--- config.mk ---
export PLATFORM = sky130hd
export DESIGN_NAME = rv_core
export DESIGN_NICKNAME = d
export VERILOG_FILES = /design/src/design/rv_isa_pkg.sv /design/src/design/rv_ctrl_pkg.sv /design/src/design/rv_core.sv /design/src/design/result_stage.sv /design/src/design/execute_unit.sv /design/src/design/instr_decode.sv /design/src/design/control_unit.sv
export VERILOG_INCLUDE_DIRS = /design/src /design/src/design
export SDC_FILE = /design/constraint.sdc
export NUM_CORES = 2
export LEC_CHECK = 0
export BUFFER_PORTS_ARGS = -buffer_cell sky130_fd_sc_hd__buf_2
export CAP_MARGIN = 15
export CORE_AREA = 2 2 349 524
export CTS_CLUSTER_DIAMETER = 80
export DETAILED_ROUTE_END_ITERATION = 10
export DIE_AREA = 0 0 351 526
export PLACE_DENSITY = 0.61
export SYNTH_ARGS = -nofsm -noshare
export SYNTH_HDL_FRONTEND = slang
export SYNTH_SLANG_ARGS = --single-unit
--- constraint.sdc ---
create_clock -name clk -period 12.15 [get_ports clk]
set_input_delay 0.6075 -clock clk [delete_from_list [all_inputs] [get_ports clk]]
set_output_delay 0.6075 -clock clk [all_outputs]
set_load 0.05 [all_outputs]
--- src/design/rv_params.svh ---
`ifndef RV_PARAMS_SVH
`define RV_PARAMS_SVH

// datapath word width in bits.
`define RV_XLEN 32

// number of architectural registers, x0 included.
`define RV_NREGS 32

`define RV_RESET_PC 32'h0000_0000 // first fetch address after reset.

`endif
--- src/design/rv_isa_pkg.sv ---
`include "rv_params.svh"

package rv_isa_pkg;

  // major opcodes of the supported RV32I subset.
  typedef enum logic [6:0] {
    OP_RTYPE  = 7'b0110011,
    OP_IMM    = 7'b0010011,
    OP_LOAD   = 7'b0000011,
    OP_STORE  = 7'b0100011,
    OP_BRANCH = 7'b1100011
  } opcode_e;

  typedef enum logic [3:0] {
    ALU_REG  = 4'd0, // add or sub, chosen by funct7 bit 5.
    ALU_ADD  = 4'd1, // addi and load address.
    ALU_ADDR = 4'd2, // store address.
    ALU_CMP  = 4'd3  // subtraction for branch compare.
  } alu_cmd_e;

  typedef struct packed {
    opcode_e                opcode;
    logic [4:0]             rd;
    logic [4:0]             rs1;
    logic [4:0]             rs2;
    logic                   funct7_5;  // selects sub for r-type.
    logic                   branch_ne; // funct3 bit 0, set for bne.
    logic [`RV_XLEN-1:0]    imm;
  } decoded_t;

  typedef struct packed {
    logic                   we;
    logic [`RV_XLEN-1:0]    addr;
    logic [`RV_XLEN-1:0]    wdata;
  } dmem_req_t;

endpackage

--- src/design/rv_ctrl_pkg.sv ---
package rv_ctrl_pkg;

  // one pass through fetch, decode, an execute state and write-back per instruction.
  typedef enum logic [3:0] {
    ST_FETCH       = 4'd1,
    ST_DECODE      = 4'd2,
    ST_EXEC_ADDSUB = 4'd3,
    ST_EXEC_ADDI   = 4'd4,
    ST_EXEC_LOAD   = 4'd5,
    ST_EXEC_STORE  = 4'd6,
    ST_EXEC_BRANCH = 4'd7,
    ST_WRITE_BACK  = 4'd8
  } state_e;

  typedef struct packed {
    logic                 ir_load;   // capture the instruction word.
    logic                 op_load;   // latch operands and immediate.
    logic                 rf_we;
    logic                 d_mem_we;
    logic                 alu_src;   // immediate as second operand.
    logic                 rf_src;    // write back memory data.
    logic                 pc_src;    // resolve a branch this cycle.
    logic                 pc_update;
    rv_isa_pkg::alu_cmd_e alu_cmd;
  } ctrl_t;

endpackage

--- src/design/rv_core.sv ---
`timescale 1ns/1ps
`include "rv_params.svh"

module rv_core (
  input  logic                  clk,
  input  logic                  rst_n,
  input  logic [31:0]           instr,
  input  logic [31:0]           d_mem_rdata,
  output logic [31:0]           pc,
  output rv_isa_pkg::dmem_req_t dmem_req,
  output logic                  retire
);

  rv_ctrl_pkg::ctrl_t   ctrl;
  rv_isa_pkg::opcode_e  opcode;
  rv_isa_pkg::decoded_t dec;
  logic [`RV_XLEN-1:0]  op_a, op_b, store_data;
  logic [`RV_XLEN-1:0]  rs1_data, rs2_data;
  logic [`RV_XLEN-1:0]  alu_result, branch_target;
  logic                 zero;

  control_unit u_control_unit (
    .clk    (clk),
    .rst_n  (rst_n),
    .opcode (opcode),
    .ctrl   (ctrl),
    .retire (retire)
  );

  instr_decode u_instr_decode (
    .clk        (clk),
    .rst_n      (rst_n),
    .instr      (instr),
    .ctrl       (ctrl),
    .rs1_data   (rs1_data),
    .rs2_data   (rs2_data),
    .dec        (dec),
    .opcode     (opcode),
    .op_a       (op_a),
    .op_b       (op_b),
    .store_data (store_data)
  );

  execute_unit u_execute_unit (
    .ctrl          (ctrl),
    .dec           (dec),
    .op_a          (op_a),
    .op_b          (op_b),
    .pc            (pc),
    .alu_result    (alu_result),
    .zero          (zero),
    .sign          (),             // no instruction in the subset needs it.
    .branch_target (branch_target)
  );

  result_stage u_result_stage (
    .clk           (clk),
    .rst_n         (rst_n),
    .ctrl          (ctrl),
    .dec           (dec),
    .alu_result    (alu_result),
    .d_mem_rdata   (d_mem_rdata),
    .branch_target (branch_target),
    .zero          (zero),
    .rs1_data      (rs1_data),
    .rs2_data      (rs2_data),
    .pc            (pc)
  );

  // the address doubles as the load address during execute.
  assign dmem_req.we    = ctrl.d_mem_we;
  assign dmem_req.addr  = alu_result;
  assign dmem_req.wdata = store_data;

endmodule

--- src/design/result_stage.sv ---
`timescale 1ns/1ps
`include "rv_params.svh"

module result_stage (
  input  logic                 clk,
  input  logic                 rst_n,
  input  rv_ctrl_pkg::ctrl_t   ctrl,
  input  rv_isa_pkg::decoded_t dec,
  input  logic [31:0]          alu_result,
  input  logic [31:0]          d_mem_rdata,
  input  logic [31:0]          branch_target,
  input  logic                 zero,
  output logic [31:0]          rs1_data,
  output logic [31:0]          rs2_data,
  output logic [31:0]          pc
);

  logic [`RV_XLEN-1:0] regs [`RV_NREGS];
  logic [`RV_XLEN-1:0] wb_data;
  logic                taken;
  logic                taken_q;

  assign wb_data = ctrl.rf_src ? d_mem_rdata : alu_result;

  always_ff @(posedge clk or negedge rst_n) begin
    if (!rst_n) begin
      for (int i = 0; i < `RV_NREGS; i++) begin
        regs[i] <= '0;
      end
    end else if (ctrl.rf_we && dec.rd != 5'd0) begin
      regs[dec.rd] <= wb_data;
    end
  end

  assign rs1_data = (dec.rs1 == 5'd0) ? '0 : regs[dec.rs1];
  assign rs2_data = (dec.rs2 == 5'd0) ? '0 : regs[dec.rs2];

  // beq takes the branch on equal operands, bne on different ones.
  assign taken = dec.branch_ne ? !zero : zero;

  always_ff @(posedge clk or negedge rst_n) begin
    if (!rst_n) begin
      taken_q <= 1'b0;
    end else begin
      taken_q <= ctrl.pc_src & taken; // cleared again for every other state.
    end
  end

  always_ff @(posedge clk or negedge rst_n) begin
    if (!rst_n) begin
      pc <= `RV_RESET_PC;
    end else if (ctrl.pc_update) begin
      pc <= taken_q ? branch_target : pc + 32'd4;
    end
  end

endmodule

--- src/design/execute_unit.sv ---
`timescale 1ns/1ps
`include "rv_params.svh"

module execute_unit (
  input  rv_ctrl_pkg::ctrl_t   ctrl,
  input  rv_isa_pkg::decoded_t dec,
  input  logic [31:0]          op_a,
  input  logic [31:0]          op_b,
  input  logic [31:0]          pc,
  output logic [31:0]          alu_result,
  output logic                 zero,
  output logic                 sign,
  output logic [31:0]          branch_target
);

  logic [`RV_XLEN-1:0] sum;
  logic [`RV_XLEN-1:0] diff;
  logic                do_sub;

  assign sum  = op_a + op_b;
  assign diff = op_a - op_b;

  always_comb begin
    case (ctrl.alu_cmd)
      rv_isa_pkg::ALU_REG:  do_sub = dec.funct7_5; // sub has funct7 = 0100000.
      rv_isa_pkg::ALU_ADD,
      rv_isa_pkg::ALU_ADDR: do_sub = 1'b0;
      rv_isa_pkg::ALU_CMP:  do_sub = 1'b1;
      default:              do_sub = 1'b0;
    endcase
  end

  assign alu_result = do_sub ? diff : sum;

  // flags follow the selected result.
  assign zero = (alu_result == '0);
  assign sign = alu_result[`RV_XLEN-1];

  assign branch_target = pc + dec.imm; // imm already carries the zero lsb.

endmodule

--- src/design/instr_decode.sv ---
`timescale 1ns/1ps
`include "rv_params.svh"

module instr_decode (
  input  logic                 clk,
  input  logic                 rst_n,
  input  logic [31:0]          instr,
  input  rv_ctrl_pkg::ctrl_t   ctrl,
  input  logic [31:0]          rs1_data,
  input  logic [31:0]          rs2_data,
  output rv_isa_pkg::decoded_t dec,
  output rv_isa_pkg::opcode_e  opcode,
  output logic [31:0]          op_a,
  output logic [31:0]          op_b,
  output logic [31:0]          store_data
);

  logic [31:0]          ir;
  logic [`RV_XLEN-1:0]  imm_i, imm_s, imm_b;
  logic [`RV_XLEN-1:0]  imm_q;
  logic [`RV_XLEN-1:0]  rs2_q;

  always_ff @(posedge clk or negedge rst_n) begin
    if (!rst_n) begin
      ir <= '0;
    end else if (ctrl.ir_load) begin
      ir <= instr; // held until the next fetch.
    end
  end

  assign opcode = rv_isa_pkg::opcode_e'(ir[6:0]);

  assign imm_i = {{20{ir[31]}}, ir[31:20]};
  assign imm_s = {{20{ir[31]}}, ir[31:25], ir[11:7]};
  assign imm_b = {{19{ir[31]}}, ir[31], ir[7], ir[30:25], ir[11:8], 1'b0};

  always_comb begin
    dec.opcode    = opcode;
    dec.rd        = ir[11:7];
    dec.rs1       = ir[19:15];
    dec.rs2       = ir[24:20];
    dec.funct7_5  = ir[30];
    dec.branch_ne = ir[12];
    case (opcode)
      rv_isa_pkg::OP_STORE:  dec.imm = imm_s;
      rv_isa_pkg::OP_BRANCH: dec.imm = imm_b;
      default:               dec.imm = imm_i;
    endcase
  end

  // operands are sampled at the end of decode.
  always_ff @(posedge clk) begin
    if (ctrl.op_load) begin
      op_a  <= rs1_data;
      rs2_q <= rs2_data;
      imm_q <= dec.imm;
    end
  end

  assign op_b       = ctrl.alu_src ? imm_q : rs2_q;
  assign store_data = rs2_q;

endmodule

--- src/design/control_unit.sv ---
`timescale 1ns/1ps

module control_unit (
  input  logic                clk,
  input  logic                rst_n,
  input  rv_isa_pkg::opcode_e opcode,
  output rv_ctrl_pkg::ctrl_t  ctrl,
  output logic                retire
);

  rv_ctrl_pkg::state_e state, next_state;

  always_ff @(posedge clk or negedge rst_n) begin
    if (!rst_n) begin
      state <= rv_ctrl_pkg::ST_FETCH;
    end else begin
      state <= next_state;
    end
  end

  always_comb begin
    next_state = rv_ctrl_pkg::ST_FETCH;
    case (state)
      rv_ctrl_pkg::ST_FETCH: next_state = rv_ctrl_pkg::ST_DECODE;
      rv_ctrl_pkg::ST_DECODE: begin
        case (opcode)
          rv_isa_pkg::OP_IMM:    next_state = rv_ctrl_pkg::ST_EXEC_ADDI;
          rv_isa_pkg::OP_LOAD:   next_state = rv_ctrl_pkg::ST_EXEC_LOAD;
          rv_isa_pkg::OP_STORE:  next_state = rv_ctrl_pkg::ST_EXEC_STORE;
          rv_isa_pkg::OP_BRANCH: next_state = rv_ctrl_pkg::ST_EXEC_BRANCH;
          default:               next_state = rv_ctrl_pkg::ST_EXEC_ADDSUB; // r-type and unknown.
        endcase
      end
      rv_ctrl_pkg::ST_EXEC_ADDSUB,
      rv_ctrl_pkg::ST_EXEC_ADDI,
      rv_ctrl_pkg::ST_EXEC_LOAD,
      rv_ctrl_pkg::ST_EXEC_STORE,
      rv_ctrl_pkg::ST_EXEC_BRANCH: next_state = rv_ctrl_pkg::ST_WRITE_BACK;
      rv_ctrl_pkg::ST_WRITE_BACK: next_state = rv_ctrl_pkg::ST_FETCH;
      default: next_state = rv_ctrl_pkg::ST_FETCH; // illegal codes restart the sequence.
    endcase
  end

  // the control word depends on the state only.
  always_comb begin
    ctrl = '0;
    ctrl.alu_cmd = rv_isa_pkg::ALU_REG;
    retire = 1'b0;
    case (state)
      rv_ctrl_pkg::ST_FETCH:  ctrl.ir_load = 1'b1;
      rv_ctrl_pkg::ST_DECODE: ctrl.op_load = 1'b1;
      rv_ctrl_pkg::ST_EXEC_ADDSUB: begin
        ctrl.rf_we = 1'b1;
      end
      rv_ctrl_pkg::ST_EXEC_ADDI: begin
        ctrl.alu_src = 1'b1;
        ctrl.rf_we   = 1'b1;
        ctrl.alu_cmd = rv_isa_pkg::ALU_ADD;
      end
      rv_ctrl_pkg::ST_EXEC_LOAD: begin
        ctrl.alu_src = 1'b1;
        ctrl.rf_src  = 1'b1;
        ctrl.rf_we   = 1'b1;
        ctrl.alu_cmd = rv_isa_pkg::ALU_ADD;
      end
      rv_ctrl_pkg::ST_EXEC_STORE: begin
        ctrl.alu_src  = 1'b1;
        ctrl.d_mem_we = 1'b1;
        ctrl.alu_cmd  = rv_isa_pkg::ALU_ADDR;
      end
      rv_ctrl_pkg::ST_EXEC_BRANCH: begin
        ctrl.pc_src  = 1'b1;
        ctrl.alu_cmd = rv_isa_pkg::ALU_CMP;
      end
      rv_ctrl_pkg::ST_WRITE_BACK: begin
        ctrl.pc_update = 1'b1;
        retire = 1'b1;
      end
      default: ctrl.alu_cmd = rv_isa_pkg::ALU_REG;
    endcase
  end

endmodule

==> impl_summary.log <==
[metrics] Clock Tree Buf Depth: 3
[metrics] DRT Pass-1 Iters: 7
[metrics] Syn Nets: slightly below 6000
[metrics] fraction of the yosys area taken by sequential cells: 47.2%
[metrics] post-route setup slack: 4.49 ns
[metrics] count of antenna-violating nets left after detailed routing: 0
[metrics] Clk pwr share: 31.6%
[metrics] Relative slew margins: approximately a quarter
[metrics] most used flip-flop cell after synthesis: dfrtp_1
[metrics] total power per unit cell area: ~160 nW/um^2
[metrics] Core Footprint: around 180000 um^2
[metrics] Hold WC Path Type: in -> reg
[metrics] height of the die: between 500 and 600 um
[metrics] # port buffers: ~160
[metrics] number of vias per cell: slightly below 6
[metrics] fraction of the cycle the final worst path needs: between 60 and 70%
[metrics] CTS tree: yes
[metrics] clock edge transition at the registers on the reported setup and hold paths: ~0.070 ns
[metrics] Hold Vio Cnt, Final: 0
[metrics] R2R Path Start: u_instr_decode.store_data[3]
[metrics] Max Clk Rate: 131 MHz
[metrics] leakage power figure: just under 30 nW
[metrics] min cycle time layout: 7.66 ns
[metrics] final setup violation count: 0
[metrics] H-tree levels: 3
[metrics] starting density of the core: 34.9%
[metrics] startpoint of the worst hold path: instr[1]
[metrics] share of flip-flops with an asynchronous set or reset after synthesis: between 90% and 100%
[metrics] area of the multi-input gates: between 30000 and 40000 um^2
[metrics] net count of the finished layout: between 5000 and 6000
[metrics] synthesized cell area: ~63000 um^2
[metrics] net switching power figure: approximately 3.3 mW
[metrics] maximum number of pins on one net before global-route repair: 183
[metrics] via total after detailed routing: around 46000
[metrics] unrepaired setup endpoints after global routing: false
[metrics] post-synthesis average cell area: 11.1 um^2
[metrics] number of gates given a new drive strength after cts: 0
[metrics] switching power as a share of total power: roughly 30%
[metrics] area used by sequential logic in the layout: around 30000 um^2
[metrics] layout overhead on the synthesized area: 10.5%
[metrics] Worst Setup Path Type: reg -> out
[metrics] area share of the largest cell type after synthesis: a little over two fifths
[metrics] global-route wire length before repair: 303 mm
[metrics] Data required, critical path: 11.54 ns
[metrics] largest area contributor in the netlist: dfrtp_1
[metrics] global route overflow: 0
[metrics] clock latency on the worst-skew pair: about 0.73 ns
[metrics] initial detailed-routing violation count: 4583
[metrics] gpl congestion: roughly 0.91
[metrics] crit path max fanout: 8
[metrics] post-route core utilization: approximately 39%
[metrics] biggest area contributors in the synthesized netlist: dfrtp_1, mux4_2, o21ai_0
[metrics] number of fill cells: between 15000 and 20000
[metrics] Wirelength per Cell: approximately 25 um
[metrics] number of post-CTS setup repair buffers: 0
[metrics] clock sink total: ~1200
[metrics] final worst clock skew: slightly above 0.04 ns
[metrics] reg2reg path depth: 21
[metrics] fin. max-slew vios: 0
[metrics] part of the power in combinational logic: between 20% and 30%
[metrics] most frequent cell after synthesis: nand2_1
[metrics] top cells by instance count after synthesis: nand2_1, dfrtp_1, o21ai_0
[metrics] worst setup slack before clock tree synthesis: 5.08 ns
[metrics] Critical Path Sink Type: primary output
[metrics] Power Total: ~11 mW
[metrics] CP Data Arrival Time: roughly 7.1 ns
[metrics] number of global-route vias before repair: 46800
[metrics] fraction of final layout cells with drive strength greater than 1: approximately a fifth
[metrics] slack of the worst reg-to-reg path: 5.15 ns
[metrics] number of I/O pins: around 160
[metrics] die area: 185000 um^2
[metrics] number of buffers added by the clock tree synthesis step: 104
[metrics] Internal: about 7.6 mW
[metrics] site row count: between 150 and 200
[metrics] number of standard cells after synthesis: 5674
[metrics] sequential group share of total power: approximately 47%
[metrics] Die Wd: 351 um
[metrics] Fin Hold WS: ~0.10 ns
[metrics] EDFF count, synth: 77
[metrics] CTS Hold Bufs: 1
[metrics] total negative setup slack: 0 ns
[metrics] number of max-cap violations: 0
[metrics] number of remaining DRC errors: 0
[metrics] aggregate global-route resource usage: between 20% and 30%
[metrics] yosys synthesis warning count: 0
[metrics] Seq cells post-synth: between 1000 and 1500
[metrics] Clock Root Buffer: clkbuf_16
[metrics] Reg-to-Reg End: u_result_stage.regs[888]
[metrics] Post-Route WL: 203 mm
[metrics] worst IR drop on VDD: roughly 0.12 mV
[metrics] post-DP HPWL: around 120 mm
[metrics] synth unique cells: 79
[metrics] Endpoint, Worst Hold: u_instr_decode.ir[1]
[metrics] crit path launch type: flip-flop
[metrics] run status: finished, final reports clean
[metrics] initial antenna violation count: 7
[metrics] transition time of the tightest slew-check pin: about 1.1 ns
[metrics] hold path depth: 2
[registers in the layout, summed over array words and instances (netlist names)]
signal and cells:
u_instr_decode.store_data 32, u_instr_decode.op_a 32, u_result_stage.taken_q 1, u_instr_decode.ir 30, u_result_stage.regs 1024, u_control_unit.state 4, u_instr_decode.imm_q 13, u_result_stage.pc 32
[placed cells by master (no fill, tap or decap), drive strengths merged, types with 45 or more instances in the layout]
cell type | synthesis | layout
o221ai | 58 | 58
buf | 85 | 268
o22ai | 45 | 45
dfrtp | 1090 | 1090
o21ai | 1055 | 1055
inv | 46 | 50
mux2i | 182 | 182
edfxtp | 77 | 77
nor2 | 155 | 155
nand2 | 1121 | 1121
a21oi | 188 | 188
nor3 | 54 | 54
ha | 63 | 63
mux4 | 559 | 559
clkbuf | 461 | 157
[power groups by stage]
stage          registers [mW]  logic [mW]  clock network, mW
6_report                 5.13        2.33               3.44
5_1_grt                  5.21        2.58               3.64
4_1_cts                  5.11        2.34               3.50
3_5_place_dp             5.18        2.34                  0
3_3_place_gp             5.11        2.27                  0
2_1_floorplan            5.02        1.74                  0
[critical path: stages (launching register included)]
cell       delay [ns]
edfxtp_1         0.51
nor4_1           0.68
o2111ai_1        0.22
o31a_1           0.24
a211oi_1         0.48
o21ai_0          0.29
or2_2            0.37
o21ai_0          0.28
nand2_1          0.09
o211ai_1         0.21
o21ai_0          0.17
ha_1             0.46
a21oi_1          0.14
o21ai_0          0.24
o21bai_1         0.15
inv_1            0.06
a211oi_1         0.64
o21ai_1          0.19
xnor2_1          0.51
buf_2            0.39
[kinds of logic after synthesis]
family	count (synthesis)	share of synthesized area, %
xor+xnor	69	0.963
flops	1168	47.2
simple gates	1502	9.86
compound gates	1503	13.4
fa+ha+maj	65	1.32
buf+inv	593	3.69
mux	774	23.6
[worst max-delay path by stage]
stage	endpoint	start	slack (ns)	cells after the start
finish	dmem_req[54]	u_instr_decode.store_data[3]	4.49	19
global route	dmem_req[54]	u_instr_decode.store_data[3]	4.09	19
CTS	dmem_req[54]	u_instr_decode.store_data[3]	4.42	19
detailed placement	u_result_stage.regs[888]	u_instr_decode.store_data[3]	5.08	21
global placement	u_result_stage.regs[888]	u_instr_decode.store_data[3]	5.31	21
floorplan	u_instr_decode.imm_q[0]	u_control_unit.state[3]	2.83	2
[metal layers]
| metal | part of all wire [%] | wire, um | vias to the layer above | GRT usage (%) |
|---|---|---|---|---|
| met2 | 49 | 99300 | 1825 | 36.8 |
| li1 | - | - | 20400 | - |
| met1 | 39 | 79800 | 23600 | 27.4 |
| met5 | 0.017 | 35 | - | 0 |
| met3 | 6.8 | 13800 | 485 | 3.68 |
| met4 | 4.8 | 9710 | 6 | 9.97 |
[stage by stage]
step | area [um^2] | instances
global placement | 65800 | 7804
finish | 69300 | 8008
global route | 69300 | 8005
detailed placement | 65800 | 7806
CTS | 69300 | 8001
floorplan | 62700 | 5674
[final cells by class]
type                    instances  share of cell area, %
multi-input cells            3913                   45.0
flip-flops and latches       1168                   42.8
clock inverters                37                  0.644
diodes                          5                 0.0181
clock buffers                 157                   4.38
inverters                      47                  0.256
repair buffers                269                   2.53
well taps                    2412                   4.35
(Power assumes the default switching activity.)
